**config.mk**
```make
export PLATFORM = sky130hd
export DESIGN_NAME = alu_top
export DESIGN_NICKNAME = d
export VERILOG_FILES = /design/src/source/alu_pkg.sv /design/src/source/alu_arith.sv /design/src/source/alu_bitwise.sv /design/src/source/alu_cond.sv /design/src/source/alu_pipe_stage.sv /design/src/source/alu_result_mux.sv /design/src/source/alu_top.sv
export VERILOG_INCLUDE_DIRS = /design/src /design/src/include
export SDC_FILE = /design/constraint.sdc
export NUM_CORES = 2
export LEC_CHECK = 0
export ABC_AREA = 1
export BUFFER_PORTS_ARGS = -buffer_cell sky130_fd_sc_hd__buf_2
export CORE_UTILIZATION = 30
export DETAILED_ROUTE_END_ITERATION = 8
export GPL_ROUTABILITY_DRIVEN = 0
export RECOVER_POWER = 50
export SLEW_MARGIN = 20
export SYNTH_ARGS = -nofsm -noshare
export SYNTH_HDL_FRONTEND = slang
export SYNTH_SLANG_ARGS = --single-unit
```
**constraint.sdc**
```tcl
create_clock -name clk -period 9.7 [get_ports clk]
set_clock_uncertainty 0.15 [all_clocks]
set_input_delay 2.91 -clock clk [delete_from_list [all_inputs] [get_ports clk]]
set_output_delay 2.91 -clock clk [all_outputs]
set_load 0.02 [all_outputs]
```
**src/include/alu_config.svh**
```systemverilog
// Width macros shared by the ALU package and RTL
// Data word, opcode field and shift amount

`ifndef ALU_CONFIG_SVH
`define ALU_CONFIG_SVH

// **************************************************
// Data path
// **************************************************

// Operand and result width, one word
`define ALU_WIDTH 32

// **************************************************
// Instruction fields
// **************************************************

// Opcode field width, 64 codes
`define ALU_OP_WIDTH 6

// Low acc bits used as shift amount
// Must cover log2 of ALU_WIDTH
`define ALU_SHAMT_WIDTH 5

`endif

```
**src/source/alu_pkg.sv**
```systemverilog
// ALU types: data word, opcode enum and request payload
// Opcode numbers follow the accumulator processor ISA

`include "alu_config.svh"

package alu_pkg;

	// Signed data word, both operands and the result
	typedef logic signed [`ALU_WIDTH-1:0] alu_word_t;

	// **************************************************
	// Opcodes, integer subset only
	// **************************************************
	typedef enum logic [`ALU_OP_WIDTH-1:0] {
		OP_NOP = 6'd0,   // Pass acc
		OP_LOD = 6'd1,   // Pass mem
		OP_ADD = 6'd2,
		OP_MLT = 6'd4,   // Low word of product
		OP_SGN = 6'd9,   // Sign of mem onto acc
		OP_NEG = 6'd11,
		OP_ABS = 6'd15,
		OP_PST = 6'd19,  // Clamp negatives to zero
		OP_AND = 6'd29,
		OP_ORR = 6'd30,
		OP_XOR = 6'd31,
		OP_INV = 6'd32,
		OP_LAN = 6'd34,  // Logical and
		OP_LOR = 6'd35,  // Logical or
		OP_LIN = 6'd36,  // Logical not of acc
		OP_LES = 6'd38,  // mem < acc, signed
		OP_GRE = 6'd40,  // mem > acc, signed
		OP_EQU = 6'd42,
		OP_SHL = 6'd43,
		OP_SHR = 6'd44,  // Logical right
		OP_SRS = 6'd45   // Arithmetic right
	} alu_op_t;

	// Request as it travels through the input stage
	typedef struct packed {
		alu_op_t   op;
		alu_word_t mem;  // Memory operand
		alu_word_t acc;  // Accumulator operand
	} alu_req_t;

endpackage

```
**src/source/alu_arith.sv**
```systemverilog
// Arithmetic group: ADD, MLT, SGN, NEG, ABS, PST
// Combinational, zero for opcodes of other groups

`include "alu_config.svh"

module alu_arith (
	input  alu_pkg::alu_op_t   op,      // Opcode of the registered request
	input  alu_pkg::alu_word_t mem,     // Memory operand
	input  alu_pkg::alu_word_t acc,     // Accumulator operand
	output alu_pkg::alu_word_t result
);
	import alu_pkg::*;

	logic      mem_neg;   // Sign bit of mem
	logic      acc_neg;   // Sign bit of acc
	alu_word_t acc_minus; // Two's complement of acc
	alu_word_t sum;
	alu_word_t product;

	assign mem_neg   = mem[`ALU_WIDTH-1];
	assign acc_neg   = acc[`ALU_WIDTH-1];
	assign acc_minus = -acc;            // Shared by SGN, NEG and ABS

	assign sum     = mem + acc;         // Wraps modulo 2^32
	assign product = mem * acc;         // Upper word dropped

	// **************************************************
	// Opcode decode
	// **************************************************

	always_comb begin
		case (op)
			OP_ADD: result = sum;
			OP_MLT: result = product;
			// Sign of mem copied onto acc
			OP_SGN: result = (mem_neg == acc_neg) ? acc : acc_minus;
			OP_NEG: result = acc_minus;
			OP_ABS: result = acc_neg ? acc_minus : acc;  // Most negative stays
			OP_PST: result = acc_neg ? '0 : acc;
			default: begin
				result = '0;  // Not ours
			end
		endcase
	end

endmodule

```
**src/source/alu_bitwise.sv**
```systemverilog
// Bitwise and shift group: AND, ORR, XOR, INV, SHL, SHR, SRS
// Shift amount taken from the low acc bits

`include "alu_config.svh"

module alu_bitwise (
	input  alu_pkg::alu_op_t   op,      // Opcode of the registered request
	input  alu_pkg::alu_word_t mem,     // Memory operand, shifted value
	input  alu_pkg::alu_word_t acc,     // Accumulator operand, shift amount
	output alu_pkg::alu_word_t result
);
	import alu_pkg::*;

	logic [`ALU_SHAMT_WIDTH-1:0] shamt;  // Upper acc bits ignored
	alu_word_t                   shl_res;
	alu_word_t                   shr_res;
	alu_word_t                   srs_res;

	assign shamt = acc[`ALU_SHAMT_WIDTH-1:0];

	// **************************************************
	// Shifters
	// **************************************************

	assign shl_res = mem << shamt;
	assign shr_res = mem >> shamt;   // Zero fill
	assign srs_res = mem >>> shamt;  // Sign fill, mem is signed

	// Logic operations and shift select
	always_comb begin
		case (op)
			OP_AND: result = mem & acc;
			OP_ORR: result = mem | acc;
			OP_XOR: result = mem ^ acc;
			OP_INV: result = ~acc;       // One operand, acc only

			// Shifts of mem
			OP_SHL: result = shl_res;
			OP_SHR: result = shr_res;
			OP_SRS: result = srs_res;

			default: begin
				result = '0;
			end
		endcase
	end

endmodule

```
**src/source/alu_cond.sv**
```systemverilog
// Condition and comparison group: LAN, LOR, LIN, LES, GRE, EQU
// Each result is the word 1 or the word 0

module alu_cond (
	input  alu_pkg::alu_op_t   op,      // Opcode of the registered request
	input  alu_pkg::alu_word_t mem,     // Memory operand
	input  alu_pkg::alu_word_t acc,     // Accumulator operand
	output alu_pkg::alu_word_t result
);
	import alu_pkg::*;

	logic mem_true;  // mem non-zero
	logic acc_true;  // acc non-zero
	logic less;      // Signed mem < acc
	logic greater;   // Signed mem > acc
	logic equal;
	logic hit;       // Selected condition

	// **************************************************
	// Condition terms
	// **************************************************

	assign mem_true = (mem != '0);
	assign acc_true = (acc != '0);

	// Both operands are signed words, so compares are signed
	assign less    = (mem < acc);
	assign greater = (mem > acc);
	assign equal   = (mem == acc);

	// Pick the condition of this opcode
	always_comb begin
		case (op)
			OP_LAN: hit = mem_true && acc_true;
			OP_LOR: hit = mem_true || acc_true;
			OP_LIN: hit = !acc_true;        // acc only
			OP_LES: hit = less;
			OP_GRE: hit = greater;
			OP_EQU: hit = equal;
			default: begin
				hit = 1'b0;  // Gives word 0 outside the group
			end
		endcase
	end

	// Zero-extend the flag to a full word
	assign result = alu_word_t'({1'b0, hit});

endmodule

```
**src/source/alu_pipe_stage.sv**
```systemverilog
// Single-entry valid/ready register stage
// Payload type set by parameter

module alu_pipe_stage #(
	parameter type payload_t = logic
) (
	input  logic     clk,
	input  logic     arst_n,
	// Upstream side
	input  logic     in_valid,
	input  payload_t in_data,
	output logic     in_ready,
	// Downstream side
	output logic     out_valid,
	output payload_t out_data,
	input  logic     out_ready
);

	// **************************************************
	// Storage
	// **************************************************

	logic     full;    // Entry holds a valid payload
	payload_t data_q;  // Payload register, no reset

	// Free slot, or the current entry leaves this edge
	assign in_ready = !full || out_ready;

	// Valid bit follows the upstream handshake
	always_ff @(posedge clk or negedge arst_n) begin
		if (!arst_n) begin
			full <= 1'b0;
		end else if (in_ready) begin
			full <= in_valid;  // Load new entry or drain
		end
	end

	// Capture only on a real transfer
	always_ff @(posedge clk) begin
		if (in_valid && in_ready) begin
			data_q <= in_data;
		end
	end

	assign out_valid = full;
	assign out_data  = data_q;  // Held while stalled

endmodule

```
**src/source/alu_result_mux.sv**
```systemverilog
// Result select by opcode
// Owns the opcode to group mapping, pass-through and illegal codes

module alu_result_mux (
	input  alu_pkg::alu_op_t   op,
	input  alu_pkg::alu_word_t mem,             // For LOD
	input  alu_pkg::alu_word_t acc,             // For NOP
	input  alu_pkg::alu_word_t arith_result,
	input  alu_pkg::alu_word_t bitwise_result,
	input  alu_pkg::alu_word_t cond_result,
	output alu_pkg::alu_word_t result
);
	import alu_pkg::*;

	// **************************************************
	// Group select
	// **************************************************

	always_comb begin
		case (op)
			// Pass-through
			OP_NOP: result = acc;
			OP_LOD: result = mem;

			// Arithmetic group
			OP_ADD,
			OP_MLT,
			OP_SGN,
			OP_NEG,
			OP_ABS,
			OP_PST: result = arith_result;

			// Bitwise and shift group
			OP_AND,
			OP_ORR,
			OP_XOR,
			OP_INV,
			OP_SHL,
			OP_SHR,
			OP_SRS: result = bitwise_result;

			// Conditions and compares
			OP_LAN,
			OP_LOR,
			OP_LIN,
			OP_LES,
			OP_GRE,
			OP_EQU: result = cond_result;

			// Float, divide and _M codes are not built
			default: begin
				result = '0;
			end
		endcase
	end

endmodule

```
**src/source/alu_top.sv**
```systemverilog
// Pipelined integer ALU, top level
// Request stage, three operation groups, result mux, result stage
// Two edges from accepted request to out_valid

module alu_top (
	input  logic               clk,
	input  logic               arst_n,
	// Request side
	input  logic               in_valid,
	input  alu_pkg::alu_op_t   in_op,
	input  alu_pkg::alu_word_t in_mem,
	input  alu_pkg::alu_word_t in_acc,
	output logic               in_ready,
	// Result side
	output logic               out_valid,
	output alu_pkg::alu_word_t out_result,
	input  logic               out_ready
);
	import alu_pkg::*;

	alu_req_t  req_in;          // Packed input request
	alu_req_t  req;             // Registered request
	logic      req_valid;
	logic      res_ready;       // Result stage can take a word
	alu_word_t arith_result;
	alu_word_t bitwise_result;
	alu_word_t cond_result;
	alu_word_t mux_result;      // Word chosen for this opcode

	assign req_in = '{op: in_op, mem: in_mem, acc: in_acc};

	// **************************************************
	// Stage 1, request register
	// **************************************************

	alu_pipe_stage #(.payload_t(alu_req_t)) u_req_stage (
		.clk       (clk),
		.arst_n    (arst_n),
		.in_valid  (in_valid),
		.in_data   (req_in),
		.in_ready  (in_ready),
		.out_valid (req_valid),
		.out_data  (req),
		.out_ready (res_ready)   // Stalls when result stage is blocked
	);

	// **************************************************
	// Operation groups, combinational
	// **************************************************

	alu_arith u_arith (
		.op     (req.op),
		.mem    (req.mem),
		.acc    (req.acc),
		.result (arith_result)
	);

	alu_bitwise u_bitwise (
		.op     (req.op),
		.mem    (req.mem),
		.acc    (req.acc),
		.result (bitwise_result)
	);

	alu_cond u_cond (
		.op     (req.op),
		.mem    (req.mem),
		.acc    (req.acc),
		.result (cond_result)
	);

	alu_result_mux u_mux (
		.op             (req.op),
		.mem            (req.mem),
		.acc            (req.acc),
		.arith_result   (arith_result),
		.bitwise_result (bitwise_result),
		.cond_result    (cond_result),
		.result         (mux_result)
	);

	// Stage 2, result register
	alu_pipe_stage #(.payload_t(alu_word_t)) u_res_stage (
		.clk       (clk),
		.arst_n    (arst_n),
		.in_valid  (req_valid),
		.in_data   (mux_result),
		.in_ready  (res_ready),
		.out_valid (out_valid),
		.out_data  (out_result),
		.out_ready (out_ready)
	);

endmodule

```
==> Word-level counts from Yosys, hierarchy flattened <==
Index checks and enable logic that the tools add are counted.
{ "classes": {"add_sub_neg": 2, "mul": 1, "n_lt_le_gt_ge": 2, "eq_ne": 22, "n_shift": 3, "n_mux": 7, "bitwise_logic": 4, "reduce_logical": 15} }
{ "op_table": {"columns": ["cell", "count"], "rows": [
  ["32-bit one-hot mux with 7 select lines", 1],
  ["32-bit one-hot mux with 6 select lines", 1],
  ["32-bit one-hot mux with 5 select lines", 1],
  ["32-bit two-way mux", 2],
  ["32-bit nonzero test", 2],
  ["6-bit == test (second input constant)", 10],
  ["32-bit adder", 1],
  ["32-bit bitwise AND", 1],
  ["32-bit == test", 1],
  ["32-bit greater-than comparator", 1],
  ["32-bit less-than comparator", 1],
  ["32-bit by 32-bit multiplier with 32-bit output", 1],
  ["32-bit negator", 1],
  ["32-bit NOT", 1],
  ["32-bit bitwise OR", 1],
  ["32-bit by 5-bit << shifter with 32-bit output", 1],
  ["32-bit by 5-bit >> shifter with 32-bit output", 1],
  ["32-bit by 5-bit >>> shifter with 32-bit output", 1],
  ["32-bit XOR", 1],
  ["31-bit two-way mux", 1],
  ["6-bit by 5-bit == test with 1-bit output (second input constant)", 4],
  ["6-bit by 4-bit == test with 1-bit output (second input constant)", 3],
  ["6-bit OR reduction", 2],
  ["7-bit OR reduction", 1],
  ["9 further kinds", 15]
]} }
{ "totals": {"register_bits": 104, "in_bits": 74, "output_inout_bits": 34, "elab_cells": 62} }

==> Logic depth before layout (Yosys ltp) <==
{ "depth": {"ltp_word": 4, "mapped_depth": 35, "ltp_nobuf": 31} }

==> Cells and area by module <==
A second synthesis with hierarchy kept.
{ "unflattened": {"cells_unflattened": 4826, "area_unflattened_um2": 32406.1} }
{ "by_module_without_submodules": {"columns": ["mod", "instances", "cells_each", "area_per_inst_um2", "seq_area_each_um2"], "rows": [
  ["alu_arith", 1, 3020, 20693.6, 0.0],
  ["alu_bitwise", 1, 1091, 5560.3, 0.0],
  ["alu_pipe_stage at u_req_stage", 1, 76, 2147.1, 2127.0],
  ["alu_result_mux", 1, 354, 1560.2, 0.0],
  ["alu_cond", 1, 247, 1438.9, 0.0],
  ["alu_pipe_stage at u_res_stage", 1, 38, 1006.0, 985.9]
]} }

==> Worst setup path before layout <==
OpenSTA, ideal clock, no wires.
{ "synth_path": {"kind": "register -> register", "from": "register u_req_stage.data_q (netlist bit u_req_stage.out_data[3])", "to": "register u_res_stage.data_q (netlist bit u_res_stage.out_data[29]), data pin", "setup_ns": 0.254, "arrival_time_ns": 7.129, "required_ns": 9.296, "setup_slack_ns": 2.167, "stages_incl_launch_ff": 31, "n_path_buf": 4, "synth_period_minus_slack_ns": 7.533, "cell_sequence": "edfxtp_1 buf_2 clkbuf_1 clkbuf_1 buf_1 nand2_1 inv_1 fa_1 fa_1 inv_1 fa_1 fa_1 inv_1 fa_1 inv_1 fa_1 inv_1 fa_1 fa_1 ha_1 a21oi_1 o21ai_0 a21oi_1 nand3_1 a21oi_1 o21bai_1 or2_2 nand3_1 nand2_1 nor2_1 nand2_1"} }
{ "synth_between": {"elab_chain_cells": 4, "word_cells_on_any_way": 11, "cone_classes": "add/sub (2); mul (1); shift (3); mux (5)"} }
{ "synth_rtl": {"columns": ["element", "line_no", "rtl"], "rows": [
  ["start, declared", "alu_pipe_stage.sv:24", "payload_t data_q;"],
  ["start signal, assigned", "alu_pipe_stage.sv:41", "data_q <= in_data;"],
  ["parallel branches: the longest is 3 deep, another holds 32-bit by 32-bit multiplier with 32-bit output", null, null],
  ["32-bit one-hot mux with 5 select lines (*)", "alu_result_mux.sv:20", "case (op)"],
  ["via mux_result[29]", "alu_top.sv:28", "alu_word_t mux_result;"],
  ["end signal, assigned", "alu_pipe_stage.sv:41", null],
  ["end, declared", "alu_pipe_stage.sv:24", null]
]} }
Mark *: on every way through the listed nets, which the timed path passes.
A chain may end at the register's enable or synchronous reset.

==> Worst setup path in the final report <==
{ "layout_path": {"from": "register u_req_stage.data_q (netlist bit u_req_stage.out_data[12])", "to": "register u_res_stage.data_q (netlist bit u_res_stage.out_data[25]), data pin"} }
{ "layout_between": {"elab_chain_cells": 4, "word_cells_on_any_way": 7, "cone_classes": "add/sub (2); mul (1); mux (4)"} }
{ "layout_rtl": {"columns": ["element", "line_no", "rtl"], "rows": [
  ["parallel branches: the longest is 2 deep, another holds 32-bit by 32-bit multiplier with 32-bit output", null, null],
  ["32-bit one-hot mux with 6 select lines (*)", "alu_arith.sv:32", "case (op)"],
  ["32-bit one-hot mux with 5 select lines (*)", "alu_result_mux.sv:20", null],
  ["via mux_result[25]", "alu_top.sv:28", null]
]} }
Marked as above.

==> run metrics <==
clk buf depth 2; CP Launch Type register; die height 317 um; area leader, netlist fa_1; initial core utilization 30.2%; DP HPWL ~94,000 um; Filler cells 10,616; post_cts resized 0; first-pass GRT wire length about 180,000 um; Max Freq around 120 MHz; fin crit period around 8.1 ns; ys flop type edfxtp_1; DRC Markers 0; Final #Nets 4,919; delay-heaviest family, CP adder cells; via count 28,939; Post-Syn Area per Cell 7.08 um2; gr usage total 23.7%; Chip Width about 320 um; Fin. Hold Viols 0; CP Capture Type register; Max Cap Violations 2; Skew-Pair Late Insertion Delay approximately 0.45 ns; Slew @ Worst Pin 2.75 ns; Area growth syn-to-layout 7.23%; CTS Buf Count 9; # port buffers 107; Hold Path End u_res_stage.out_valid; Ys Warns 0; hold_sp u_req_stage.out_valid; Worst R2R Setup Slack 1.57 ns; HP Class reg2reg; CTS Hold Bufs 0; Worst Hold Slack 0.390 ns; Reg-to-Reg Start u_req_stage.out_data[12]; largest net degree at the start of global routing 71; Sink Count roughly 100; initial antenna violation count 2; CTS root buf clkbuf_16; CP required 9.70 ns; Distinct cells, synth 66; Buf/Inv on CP 2; Avg WL per Cell 21.5 um; Final period util a little over four fifths; Core Footprint 0.0983 mm2; cell repeated most along the worst path fa_1; GR Overflow Total 0; Syn Nets between 4,000 and 5,000; initial DRC count 3,771; Worst Reg-to-Reg Cells 20; Post-Synthesis Cells 4,194; reg2reg end u_res_stage.out_data[25]; Via density 5.28; final setup violating endpoints 0; violations in the final reports capacitance limit, slew limit; Synth Cell Area 0.0297 mm2; Worst-path clk slew around 0.09 ns; sequential area share after synthesis approximately a tenth; number of synthesized flops with an enable pin 102; Final Max Tran Viols 98; WP data arrival 8.13 ns; largest cells by area after synthesis fa_1 28%, nand2_1 14%, inv_1 12%; H-tree levels 3; first drt pass iteration count 8; CP Cell Sequence ha_1 > fa_1 > inv_1 > fa_1 > fa_1 > fa_1 > fa_1 > inv_1 > fa_1 > fa_1 > fa_1 > ha_1 > a21oi_1 > o21ai_0 > a21oi_1 > nand3_1 > o21ai_0 > nand2_1 > a21oi_1 > nand3_1; max incr delay on CP about 1.0 ns; Seq cells post-synth roughly 100; Worst Hold Path Cells 2; crit path max fanout 18; Critical Path Slowest Stage Cell edfxtp_1; number of global-route vias before repair 28,002; total routed wirelength 118,000 um; crit path kind reg2reg; ANT nets after route 0; async set-reset flop share out of synthesis 1.92%; die area 0.100 mm2; number of setup buffers added after CTS 0; status finished, violations left; fraction of layout cells with a size suffix above 1 between 6 and 7%; Ports 108; relative slew slack -83.4%; share of the synthesized area in the top cell type 27.6%; leading cell type in the layout, fill and taps excluded nand2_1; row cnt 115; setup TNS 0 ns; CTS tree done; RSZ-0062 raised after global routing no; commonest cells after routing, fill and taps aside 1,094 x nand2_1, 957 x inv_1, 409 x fa_1
cell type report:
class                           count  area [um2]  share of cell area (%)
Antenna cell                        1        2.50                 0.00786
Clock buffer                        9         225                   0.707
Clock inverter                      7         110                   0.346
Inverter                         1014        3810                    12.0
Multi-Input combinational cell   2877       21900                    68.7
Sequential cell                   104        3110                    9.78
Tap cell                         1287        1610                    5.06
Timing Repair Buffer              181        1100                    3.44
flip-flops by register name (all words and copies together) (netlist names):
signal	cells
u_res_stage.out_data	32
u_req_stage.out_valid	1
u_req_stage.out_data	70
u_res_stage.out_valid	1
Yosys cell counts (all sizes together) (5+ instances only):
| library cell | count |
|---|---|
| o22ai | 59 |
| nand3 | 144 |
| clkbuf | 67 |
| a21o | 8 |
| a221oi | 22 |
| o2111ai | 16 |
| o21ai | 230 |
| a21oi | 184 |
| o21bai | 10 |
| ha | 249 |
| inv | 1006 |
| nand2 | 1100 |
| clkinv | 8 |
| a211oi | 12 |
| o221ai | 10 |
| nand4 | 33 |
| mux2i | 12 |
| a31oi | 9 |
| or2 | 21 |
| nor3 | 38 |
| o311ai | 6 |
| fa | 409 |
| buf | 132 |
| a22oi | 14 |
| nand3b | 9 |
| xnor2 | 5 |
| a21boi | 5 |
| nor4 | 22 |
| o211ai | 32 |
| xor2 | 17 |
| edfxtp | 102 |
| nor2 | 184 |
worst register-to-register path, cell delays in order, from the launching register on:
cell,delay (ns)
edfxtp_1,1.01
ha_1,0.49
fa_1,0.47
inv_1,0.08
fa_1,0.44
fa_1,0.57
fa_1,0.45
fa_1,0.54
inv_1,0.06
fa_1,0.45
fa_1,0.51
fa_1,0.44
ha_1,0.37
a21oi_1,0.30
o21ai_0,0.13
a21oi_1,0.18
nand3_1,0.15
o21ai_0,0.63
nand2_1,0.15
a21oi_1,0.15
nand3_1,0.13
stage by stage:
step | setup slack, ns | cells | area [um2] | utilization (%)
after floorplan | 2.17 | 4194 | 29700 | -
after global placement | 1.74 | 5462 | 31500 | 32.1
after detailed placement | 1.85 | 5463 | 31600 | 32.1
after CTS | 1.83 | 5479 | 31900 | 32.5
after global routing | 1.46 | 5479 | 31800 | 32.4
final | 1.57 | 5480 | 31800 | 32.4
metal layers:
layer	track usage, %	routed length (um)	vias to the layer above
li1	-	-	12916
met1	30.6	46500	13782
met2	36.9	51100	1834
met3	5.74	13300	403
met4	11.6	7130	4
met5	0	67	-
cell families (layout without fill, tap and decap cells):
logic type	count (synthesis)	count (layout)	synth area share, %
muxes	12	12	0.404
adders and majority gates	658	658	38.1
buffers and inverters	1213	1211	15.9
other	0	1	0
DFF	104	104	10.5
and+or+nand+nor	1553	1553	21.9
AOI/OAI and AO/OA	632	632	12.7
xor gates and xnor gates	22	22	0.649
how the worst max path moves through the flow:
stage	startpoint	to	depth (start not counted)
global placement	u_req_stage.out_data[41]	u_res_stage.out_data[30]	24
finish	u_req_stage.out_data[12]	u_res_stage.out_data[25]	20
detailed placement	u_req_stage.out_data[12]	u_res_stage.out_data[25]	20
CTS	u_req_stage.out_data[12]	u_res_stage.out_data[25]	20
floorplan	u_req_stage.out_data[3]	u_res_stage.out_data[29]	30
global route	u_req_stage.out_data[12]	u_res_stage.out_data[25]	20
Power is not shown: default switching activity piles up to over one toggle a cycle in this logic, so the estimate is an artifact.
